**config.mk**
```make
export PLATFORM = sky130hd
export DESIGN_NAME = tsc_core
export DESIGN_NICKNAME = d
export VERILOG_FILES = /design/src/tsc_pkg.sv /design/src/pipe_reg.sv /design/src/fetch_stage.sv /design/src/decode_stage.sv /design/src/execute_stage.sv /design/src/memory_stage.sv /design/src/tsc_core.sv
export SDC_FILE = /design/constraint.sdc
export NUM_CORES = 1
export LEC_CHECK = 0
export BUFFER_PORTS_ARGS = -buffer_cell sky130_fd_sc_hd__buf_2
export CAP_MARGIN = 0
export CORE_UTILIZATION = 30
export DETAILED_ROUTE_END_ITERATION = 16
export PLACE_DENSITY_LB_ADDON = 0.15
export SKIP_CTS_REPAIR_TIMING = 1
export SYNTH_ARGS = -nofsm -noshare
export SYNTH_HDL_FRONTEND = slang
export SYNTH_HIERARCHICAL = 1
export SYNTH_SLANG_ARGS = --single-unit
```
**constraint.sdc**
```tcl
create_clock -name clk -period 4.4 [get_ports clk]
set_clock_uncertainty 0.05 [all_clocks]
set_input_delay 1.1 -clock clk [delete_from_list [all_inputs] [get_ports clk]]
set_output_delay 1.1 -clock clk [all_outputs]
set_load 0.1 [all_outputs]
```
**src/tsc_pkg.sv**
```systemverilog
package tsc_pkg;

    // Data and address width
    localparam int word_size = 16;

    // General registers and the width of a register index
    localparam int reg_count = 4;
    localparam int reg_idx_w = $clog2(reg_count);

    // Opcodes live in instr[15:12]
    localparam logic [3:0] op_rtype = 4'd15;
    localparam logic [3:0] op_adi   = 4'd4;
    localparam logic [3:0] op_lwd   = 4'd7;
    localparam logic [3:0] op_swd   = 4'd8;

    // Function codes of R-type instructions, instr[5:0]
    localparam logic [5:0] fn_add = 6'd0;
    localparam logic [5:0] fn_sub = 6'd1;
    localparam logic [5:0] fn_and = 6'd2;
    localparam logic [5:0] fn_orr = 6'd3;
    localparam logic [5:0] fn_wwd = 6'd28;
    localparam logic [5:0] fn_hlt = 6'd29;

    // Encoded to match the low bits of the arithmetic function codes
    typedef enum logic [1:0] {
        alu_add = 2'd0,
        alu_sub = 2'd1,
        alu_and = 2'd2,
        alu_orr = 2'd3
    } alu_op_e;

    typedef struct packed {
        logic [word_size-1:0] pc;
        logic [word_size-1:0] instr;
    } if_id_t;

    typedef struct packed {
        logic [word_size-1:0] pc;
        logic [word_size-1:0] r_data1;
        logic [word_size-1:0] r_data2;
        logic [word_size-1:0] imm;
        logic [reg_idx_w-1:0] rd;
        alu_op_e              alu_op;
        logic                 alu_src_b;
        logic                 mem_read;
        logic                 mem_write;
        logic                 reg_write;
        logic                 is_wwd;
        logic                 is_halt;
    } id_ex_t;

    typedef struct packed {
        logic [word_size-1:0] alu_result;
        logic [word_size-1:0] store_data;
        logic [reg_idx_w-1:0] rd;
        logic                 mem_read;
        logic                 mem_write;
        logic                 reg_write;
        logic                 is_wwd;
        logic                 is_halt;
    } ex_mem_t;

endpackage

```
**src/pipe_reg.sv**
```systemverilog
`timescale 1ns/100ps

module pipe_reg #(
    parameter type payload_t = logic
) (
    input  logic     clk,
    input  logic     reset_n,
    input  logic     hold,
    input  logic     bubble,
    input  logic     in_valid,
    input  payload_t in_data,
    output logic     out_valid,
    output payload_t out_data
);

    always_ff @(posedge clk) begin
        if (reset_n) begin
            out_valid <= 1'b0;
        end else if (!hold) begin
            out_valid <= in_valid && !bubble;
        end
    end

    // A bubble still loads the payload, only the valid bit is dropped
    always_ff @(posedge clk) begin
        if (!hold) begin
            out_data <= in_data;
        end
    end

    // Stall drives hold on IF/ID and bubble on ID/EX, never both on one stage
    assert property (@(posedge clk) disable iff (reset_n) !(hold && bubble));

endmodule

```
**src/fetch_stage.sv**
```systemverilog
`timescale 1ns/100ps

module fetch_stage import tsc_pkg::*; (
    input  logic                 clk,
    input  logic                 reset_n,
    input  logic                 stall,
    input  logic                 halt_seen,
    output logic [word_size-1:0] i_addr,
    input  logic [word_size-1:0] i_data,
    output logic                 out_valid,
    output if_id_t               out_data
);

    logic [word_size-1:0] pc;

    always_ff @(posedge clk) begin
        if (reset_n) begin
            pc <= '0;
        end else if (!stall && !halt_seen) begin
            pc <= pc + 1'b1;
        end
    end

    assign i_addr = pc;

    // Nothing fetched past HLT enters the pipe
    assign out_valid      = !halt_seen;
    assign out_data.pc    = pc;
    assign out_data.instr = i_data;

endmodule

```
**src/decode_stage.sv**
```systemverilog
`timescale 1ns/100ps

module decode_stage import tsc_pkg::*; (
    input  logic                 clk,
    input  logic                 reset_n,
    input  logic                 in_valid,
    input  if_id_t               in_data,
    input  logic                 ex_valid,
    input  logic [reg_idx_w-1:0] ex_rd,
    input  logic                 ex_reg_write,
    input  logic                 mem_valid,
    input  logic [reg_idx_w-1:0] mem_rd,
    input  logic                 mem_reg_write,
    input  logic                 wb_en,
    input  logic [reg_idx_w-1:0] wb_rd,
    input  logic [word_size-1:0] wb_data,
    output logic                 stall,
    output logic                 halt_seen,
    output logic                 out_valid,
    output id_ex_t               out_data
);

    logic [3:0]           opcode;
    logic [5:0]           func;
    logic [reg_idx_w-1:0] rs;
    logic [reg_idx_w-1:0] rt;
    logic                 uses_rs;
    logic                 uses_rt;
    logic                 hazard_rs;
    logic                 hazard_rt;
    logic                 hlt_accept;
    logic                 halt_q;
    logic [word_size-1:0] rd_data1;
    logic [word_size-1:0] rd_data2;
    logic [word_size-1:0] regs [reg_count];
    id_ex_t               dec;

    assign opcode = in_data.instr[15:12];
    assign rs     = in_data.instr[11:10];
    assign rt     = in_data.instr[9:8];
    assign func   = in_data.instr[5:0];

    always_comb begin
        dec           = '0;
        dec.pc        = in_data.pc;
        dec.r_data1   = rd_data1;
        dec.r_data2   = rd_data2;
        dec.imm       = {{(word_size-8){in_data.instr[7]}}, in_data.instr[7:0]};
        dec.alu_op    = alu_add;
        uses_rs       = 1'b0;
        uses_rt       = 1'b0;
        case (opcode)
            op_rtype: begin
                dec.rd = in_data.instr[7:6];
                case (func)
                    fn_add, fn_sub, fn_and, fn_orr: begin
                        dec.alu_op    = alu_op_e'(func[1:0]);
                        dec.reg_write = 1'b1;
                        uses_rs       = 1'b1;
                        uses_rt       = 1'b1;
                    end
                    fn_wwd: begin
                        dec.is_wwd = 1'b1;
                        uses_rs    = 1'b1;
                    end
                    fn_hlt: dec.is_halt = 1'b1;
                    default: ;
                endcase
            end
            op_adi, op_lwd: begin
                dec.rd        = rt;
                dec.alu_src_b = 1'b1;
                dec.reg_write = 1'b1;
                dec.mem_read  = (opcode == op_lwd);
                uses_rs       = 1'b1;
            end
            op_swd: begin
                dec.alu_src_b = 1'b1;
                dec.mem_write = 1'b1;
                uses_rs       = 1'b1;
                uses_rt       = 1'b1;
            end
            default: ;
        endcase
    end

    // Write-through read ports
    assign rd_data1 = (wb_en && wb_rd == rs) ? wb_data : regs[rs];
    assign rd_data2 = (wb_en && wb_rd == rt) ? wb_data : regs[rt];

    always_ff @(posedge clk) begin
        if (reset_n) begin
            for (int i = 0; i < reg_count; i++) begin
                regs[i] <= '0;
            end
        end else if (wb_en) begin
            regs[wb_rd] <= wb_data;
        end
    end

    // Producers still in execute or memory block the read
    assign hazard_rs = uses_rs &&
        ((ex_valid && ex_reg_write && ex_rd == rs) ||
         (mem_valid && mem_reg_write && mem_rd == rs));
    assign hazard_rt = uses_rt &&
        ((ex_valid && ex_reg_write && ex_rd == rt) ||
         (mem_valid && mem_reg_write && mem_rd == rt));

    assign stall      = in_valid && (hazard_rs || hazard_rt);
    assign hlt_accept = in_valid && dec.is_halt && !stall;

    always_ff @(posedge clk) begin
        if (reset_n) begin
            halt_q <= 1'b0;
        end else if (hlt_accept) begin
            halt_q <= 1'b1;
        end
    end

    // Seen in the same cycle so fetch drops the next word at once
    assign halt_seen = halt_q || hlt_accept;

    assign out_valid = in_valid;
    assign out_data  = dec;

    assert property (@(posedge clk) disable iff (reset_n) wb_en |-> !$isunknown(wb_rd));

endmodule

```
**src/execute_stage.sv**
```systemverilog
`timescale 1ns/100ps

module execute_stage import tsc_pkg::*; (
    input  logic    in_valid,
    input  id_ex_t  in_data,
    output logic    out_valid,
    output ex_mem_t out_data
);

    logic [word_size-1:0] op_b;
    logic [word_size-1:0] alu_out;

    assign op_b = in_data.alu_src_b ? in_data.imm : in_data.r_data2;

    always_comb begin
        case (in_data.alu_op)
            alu_add: alu_out = in_data.r_data1 + op_b;
            alu_sub: alu_out = in_data.r_data1 - op_b;
            alu_and: alu_out = in_data.r_data1 & op_b;
            alu_orr: alu_out = in_data.r_data1 | op_b;
            default: alu_out = '0;
        endcase
    end

    assign out_valid = in_valid;

    // WWD carries the rs value to the output port unchanged
    assign out_data.alu_result = in_data.is_wwd ? in_data.r_data1 : alu_out;
    assign out_data.store_data = in_data.r_data2;
    assign out_data.rd         = in_data.rd;
    assign out_data.mem_read   = in_data.mem_read;
    assign out_data.mem_write  = in_data.mem_write;
    assign out_data.reg_write  = in_data.reg_write;
    assign out_data.is_wwd     = in_data.is_wwd;
    assign out_data.is_halt    = in_data.is_halt;

endmodule

```
**src/memory_stage.sv**
```systemverilog
`timescale 1ns/100ps

module memory_stage import tsc_pkg::*; (
    input  logic                 clk,
    input  logic                 reset_n,
    input  logic                 in_valid,
    input  ex_mem_t              in_data,
    output logic [word_size-1:0] d_addr,
    input  logic [word_size-1:0] d_rdata,
    output logic [word_size-1:0] d_wdata,
    output logic                 d_write,
    output logic                 wb_en,
    output logic [reg_idx_w-1:0] wb_rd,
    output logic [word_size-1:0] wb_data,
    output logic [word_size-1:0] out_port,
    output logic                 out_valid,
    output logic                 halted
);

    assign d_addr  = in_data.alu_result;
    assign d_wdata = in_data.store_data;
    assign d_write = in_valid && in_data.mem_write;

    // Loads return data in the same cycle
    assign wb_en   = in_valid && in_data.reg_write;
    assign wb_rd   = in_data.rd;
    assign wb_data = in_data.mem_read ? d_rdata : in_data.alu_result;

    assign out_port  = in_data.alu_result;
    assign out_valid = in_valid && in_data.is_wwd;

    always_ff @(posedge clk) begin
        if (reset_n) begin
            halted <= 1'b0;
        end else if (in_valid && in_data.is_halt) begin
            halted <= 1'b1;
        end
    end

    assert property (@(posedge clk) disable iff (reset_n)
        in_valid |-> !(in_data.mem_read && in_data.mem_write));

endmodule

```
**src/tsc_core.sv**
```systemverilog
`timescale 1ns/100ps

module tsc_core import tsc_pkg::*; (
    input  logic                 clk,
    input  logic                 reset_n,
    output logic [word_size-1:0] i_addr,
    input  logic [word_size-1:0] i_data,
    output logic [word_size-1:0] d_addr,
    input  logic [word_size-1:0] d_rdata,
    output logic [word_size-1:0] d_wdata,
    output logic                 d_write,
    output logic [word_size-1:0] out_port,
    output logic                 out_valid,
    output logic                 halted
);

    logic                 stall;
    logic                 halt_seen;
    logic                 if_valid;
    if_id_t               if_data;
    logic                 id_valid;
    if_id_t               id_data;
    logic                 dec_valid;
    id_ex_t               dec_data;
    logic                 ex_valid;
    id_ex_t               ex_data;
    logic                 alu_valid;
    ex_mem_t              alu_data;
    logic                 mem_valid;
    ex_mem_t              mem_data;
    logic                 wb_en;
    logic [reg_idx_w-1:0] wb_rd;
    logic [word_size-1:0] wb_data;

    fetch_stage u_fetch (
        .clk       (clk),
        .reset_n   (reset_n),
        .stall     (stall),
        .halt_seen (halt_seen),
        .i_addr    (i_addr),
        .i_data    (i_data),
        .out_valid (if_valid),
        .out_data  (if_data)
    );

    pipe_reg #(.payload_t(if_id_t)) u_if_id (
        .clk       (clk),
        .reset_n   (reset_n),
        .hold      (stall),
        .bubble    (1'b0),
        .in_valid  (if_valid),
        .in_data   (if_data),
        .out_valid (id_valid),
        .out_data  (id_data)
    );

    decode_stage u_decode (
        .clk           (clk),
        .reset_n       (reset_n),
        .in_valid      (id_valid),
        .in_data       (id_data),
        .ex_valid      (ex_valid),
        .ex_rd         (ex_data.rd),
        .ex_reg_write  (ex_data.reg_write),
        .mem_valid     (mem_valid),
        .mem_rd        (mem_data.rd),
        .mem_reg_write (mem_data.reg_write),
        .wb_en         (wb_en),
        .wb_rd         (wb_rd),
        .wb_data       (wb_data),
        .stall         (stall),
        .halt_seen     (halt_seen),
        .out_valid     (dec_valid),
        .out_data      (dec_data)
    );

    pipe_reg #(.payload_t(id_ex_t)) u_id_ex (
        .clk       (clk),
        .reset_n   (reset_n),
        .hold      (1'b0),
        .bubble    (stall),
        .in_valid  (dec_valid),
        .in_data   (dec_data),
        .out_valid (ex_valid),
        .out_data  (ex_data)
    );

    execute_stage u_execute (
        .in_valid  (ex_valid),
        .in_data   (ex_data),
        .out_valid (alu_valid),
        .out_data  (alu_data)
    );

    pipe_reg #(.payload_t(ex_mem_t)) u_ex_mem (
        .clk       (clk),
        .reset_n   (reset_n),
        .hold      (1'b0),
        .bubble    (1'b0),
        .in_valid  (alu_valid),
        .in_data   (alu_data),
        .out_valid (mem_valid),
        .out_data  (mem_data)
    );

    memory_stage u_memory (
        .clk       (clk),
        .reset_n   (reset_n),
        .in_valid  (mem_valid),
        .in_data   (mem_data),
        .d_addr    (d_addr),
        .d_rdata   (d_rdata),
        .d_wdata   (d_wdata),
        .d_write   (d_write),
        .wb_en     (wb_en),
        .wb_rd     (wb_rd),
        .wb_data   (wb_data),
        .out_port  (out_port),
        .out_valid (out_valid),
        .halted    (halted)
    );

endmodule

```
* Word level (Yosys, flattened, before mapping)
Memory sizes are Yosys's and may differ from the RTL's. A register that Yosys moved wholly into a read port is not among the register bits. Cells that the tools add are included.
Storage, ports and cells: register bits after elaboration 126, memory bits (writable) 64, bits of input ports 34, output and inout port bits 67, word-level logic and storage cells 105, memories 1
Cells by class: add/subtract/negate cells 3, eq/ne operators 16, mux-type cells 27, bitwise operators 2, reductions and logical operators 30
Memories:
- u_decode.regs | depth 4, width 16, read ports 2, clocked after memory_dff 2, wr ports 4, RTL line decode_stage.sv:35 | logic [word_size-1:0] regs [reg_count];
Operator list (count):
- 2-to-1 mux 16 bit | 6
- one-hot mux 16 bit (4 select lines) | 1
- adder 16 x 1 -> 16 bit, second input constant | 1
- adder 16 bit | 1
- bitwise AND 16 bit | 1
- logical AND 1 bit | 16
- bitwise OR 16 bit | 1
- OR reduction 16 bit | 1
- subtractor 16 bit | 1
- 2-to-1 mux 1 bit | 13
- equality test 6 x 2 -> 1 bit, second input constant | 2
- equality test 6 x 5 -> 1 bit, second input constant | 2
- equality test 2 bit | 4
- equality test 4 x 3 -> 1 bit, second input constant | 2
- equality test 4 bit, second input constant | 2
- equality test 6 x 1 -> 1 bit, second input constant | 1
- zero test 6 bit | 1
- 2-to-1 mux 2 bit | 3
- one-hot mux 1 bit (2 select lines) | 3
- OR reduction 5 bit | 1
- equality test 2 bit, second input constant | 2
- logical OR 1 bit | 4
- one-hot mux 2 bit (2 select lines) | 1
- OR reduction 4 bit | 1
- 6 further kinds | 7

* Longest topological paths before layout
depth in word-level cells 12, gate-level depth with buffers 17, mapped depth without buffers 14

* Modules after synthesis
Netlist, hierarchy kept.
By module, submodules not included:
- decode_stage | times used 1, cells an instance 302, area an instance 4266.6 um^2, seq. area each 1941.9 um^2
- pipe_reg (u_id_ex) | times used 1, cells an instance 79, area an instance 2263.4 um^2, seq. area each 2242.2 um^2
- execute_stage | times used 1, cells an instance 302, area an instance 2105.8 um^2, seq. area each 0.0 um^2
- pipe_reg (u_ex_mem) | times used 1, cells an instance 44, area an instance 1212.4 um^2, seq. area each 1191.1 um^2
- pipe_reg (u_if_id) | times used 1, cells an instance 37, area an instance 1002.2 um^2, seq. area each 980.9 um^2
- fetch_stage | times used 1, cells an instance 112, area an instance 980.9 um^2, seq. area each 320.3 um^2
- memory_stage | times used 1, cells an instance 74, area an instance 671.9 um^2, seq. area each 20.0 um^2
- tsc_core | times used 1, cells an instance 1, area an instance 3.8 um^2, seq. area each 0.0 um^2

* Worst setup path after synthesis
OpenSTA, ideal clock, no wires.
path type flip-flop to flip-flop, start point register u_id_ex/out_data[5] (netlist bit), end point register u_ex_mem/out_data[34] (netlist bit), data pin, library setup time 0.258 ns, arrival time 3.411 ns, data required time 4.092 ns, slack 0.681 ns, cell stages (with the launch flop) 18, path buffers 3, period minus slack after synthesis 3.719 ns, cell sequence edfxtp_1 > buf_6 > buf_12 > buf_4 > mux2i_1 > ha_1 > o211ai_1 > or3_4 > nand2_1 > xnor2_1 > ha_1 > a21oi_1 > o21ai_0 > and2_1 > o31a_1 > nor2_1 > xnor2_1 > o221a_1
RTL lines:
- from (decl) | RTL line pipe_reg.sv:13 | output payload_t out_data
- from (signal assigned) | RTL line pipe_reg.sv:27 | out_data <= in_data;
- to (signal assigned) | RTL line pipe_reg.sv:27
- to (decl) | RTL line pipe_reg.sv:13

==> results.md <==
- Status: finished clean
- Initial Util: 30.7%
- DR vias/cell: 4.58
- Clock tree buffer depth: 2
- Slew HR: 32.1%
- Clock root buffer: clkbuf_16
- IO buf count: 100
- H-tree levels: 4
- Power Density: 401 nW/um^2
- CTS tree: built
- Fin. max-slew vios: 0
- Type of the worst min-delay path: reg -> reg
- Core area: 36900 sq um
- Most frequent cells in the layout: edfxtp_1 (177), buf_2 (100), and2_1 (71), nand2_1 (43), nor2_1 (38)
- WHS Path Cells: 0
- Final Cycle Share: 84.6%
- CTS Sinks: 198
- Footprint of the multi-input gates: 4480 sq um
- Yosys warns: 6
- Syn_area_per_cell: 12.7 sq um
- CTS clk-pin slew, worst paths: 70 ps
- All-Layer GR Usage: 14.9%
- CP Capture Type: flip-flop
- IO Pins: 101
- Worst r2r path cells: 14
- Setup-failing EPs final: 0
- Fin nets: 940
- Global route hottest layer: met2
- Largest net degree at the start of global routing: 59
- Reg-to-reg startpoint: u_id_ex/out_data[5]
- Leak: 4.59 nW
- Fin. Hold Viols: 0
- DRT iter0 DRCs: 429
- CP Max Fanout: 29
- Residual DRC: 0
- Layout cells sized above 1: 28.3%
- Most common cell after layout, fill and taps aside: edfxtp_1
- First-pass GRT wire length: 41.8 mm
- Crit path DAT: 3850 ps
- Met2 Usage GRT: 24.1%
- WS Path Type: reg -> reg
- Synth Cell Area: 11300 sq um
- Worst slack, placed: 699 ps
- Setup TNS: 0 ps
- Final WL: 27.7 mm
- Syn-to-layout area delta: 6.82%
- Initial antenna violation count: 0
- Transition time of the tightest slew-check pin: 1020 ps
- Die ar.: 38500 sq um
- Crit path required time: 4530 ps
- Hold worst-path end: u_ex_mem/out_data[0]
- RSZ-0062 raised after global routing: no
- Setup WS post-layout: 678 ps
- CP bufs+invs: 1
- WL/cell: 19.8 um
- R2r setup slk: 680 ps
- Crit-path leading delay family: simple AND/OR/NAND/NOR gates
- Min Tclk post-route: 3720 ps
- Initial DRT Pass Iterations: 4
- Worst-skew pair later-pin latency: 450 ps
- Antenna Cells: 0
- Crit-path cells: buf_4 > nor4b_2 > o211ai_1 > or3_4 > nand2_1 > xnor2_1 > ha_1 > and3_1 > nand3_1 > a21oi_1 > nor2_1 > o21ai_1 > mux2i_1 > a31oi_1
- Startpoint Class: flip-flop
- Met3 usage: 2.46%
- Register area: 5740 sq um
- Design Area, Final: 12100 sq um
- Slowest-stage cell, CP: or3_4
- CP peak stage delay: 440 ps
- Number of buffers created by CTS: 17
- DIE WIDTH: 196 um
- Hold Crit Start: u_id_ex/out_data[0]
- Detail Route Antenna Nets: 0
- Grt ovf: 0
- Fillers: 3668
- Hpwl dp: 19.1 mm
- VDD IR max: 0.260 mV
- Peak Freq: 269 MHz
- Num rows: 70
- Met1 Use GR: 20.4%
- Via count: 6426
- Vias in the first global route: 6449
- Die H: 196 um
- Cell Area, Placed: 11500 sq um
- GPL Wtd Cong: 0.799
- Max Cap Viol: 0
- Reg2reg end: u_ex_mem/out_data[36]
- Syn Inst Count: 887
- WHS: 375 ps
## routing by layer
metal | part of all wire [%] | up-vias | routed length, um
met5 | 0 | - | 0
met4 | 1.0 | 0 | 286
met3 | 2.8 | 12 | 769
met2 | 48 | 86 | 13300
met1 | 48 | 3189 | 13300
li1 | - | 3139 | -
## per-stage QoR
| step | cells | util, % | total power, mW |
|---|---|---|---|
| 6_report | 1403 | 32.8 | 4.84 |
| 5_1_grt | 1403 | 32.8 | 5.04 |
| 4_1_cts | 1403 | 32.8 | 4.90 |
| 3_5_place_dp | 1371 | 31.2 | 3.34 |
| 3_3_place_gp | 1371 | 31.2 | 3.35 |
| 2_1_floorplan | 894 | - | 3.21 |
## worst max-delay path by stage
stage	startpoint	end	slack [ps]	depth (start not counted)
after detailed placement	u_id_ex/out_data[5]	u_ex_mem/out_data[37]	700	13
final	u_id_ex/out_data[5]	u_ex_mem/out_data[36]	680	14
after CTS	u_id_ex/out_data[5]	u_ex_mem/out_data[36]	690	14
after global placement	u_id_ex/out_data[5]	u_ex_mem/out_data[37]	740	13
after global routing	u_id_ex/out_data[5]	u_ex_mem/out_data[36]	410	14
after floorplan	u_id_ex/out_data[5]	u_ex_mem/out_data[34]	680	17
## where the power goes
part           switching [mW]  internal (mW)  total, mW  leakage [nW]
clock network           0.713          0.824       1.54         0.256
registers               0.100           2.17       2.27          1.97
logic                   0.731          0.307       1.04          2.36
total                    1.54           3.30       4.84          4.59
## flip-flops by register name, summed over array words and instances, names as in the netlist
name,flops
u_if_id/out_valid,1
u_memory/halted,1
u_if_id/out_data,16
u_decode/regs,64
u_id_ex/out_valid,1
u_id_ex/out_data,58
u_ex_mem/out_valid,1
u_decode/halt_q,1
u_ex_mem/out_data,39
u_fetch/i_addr,16
## layout make-up
class	instances	area share (%)
flip-flops and latches	198	47.5
multi-input cells	534	37.1
well taps	504	5.22
repair buffers	112	4.89
clock buffers	24	3.99
inverters	23	0.715
clock inverters	8	0.632
No activity file was read; power rests on OpenSTA's default activity.
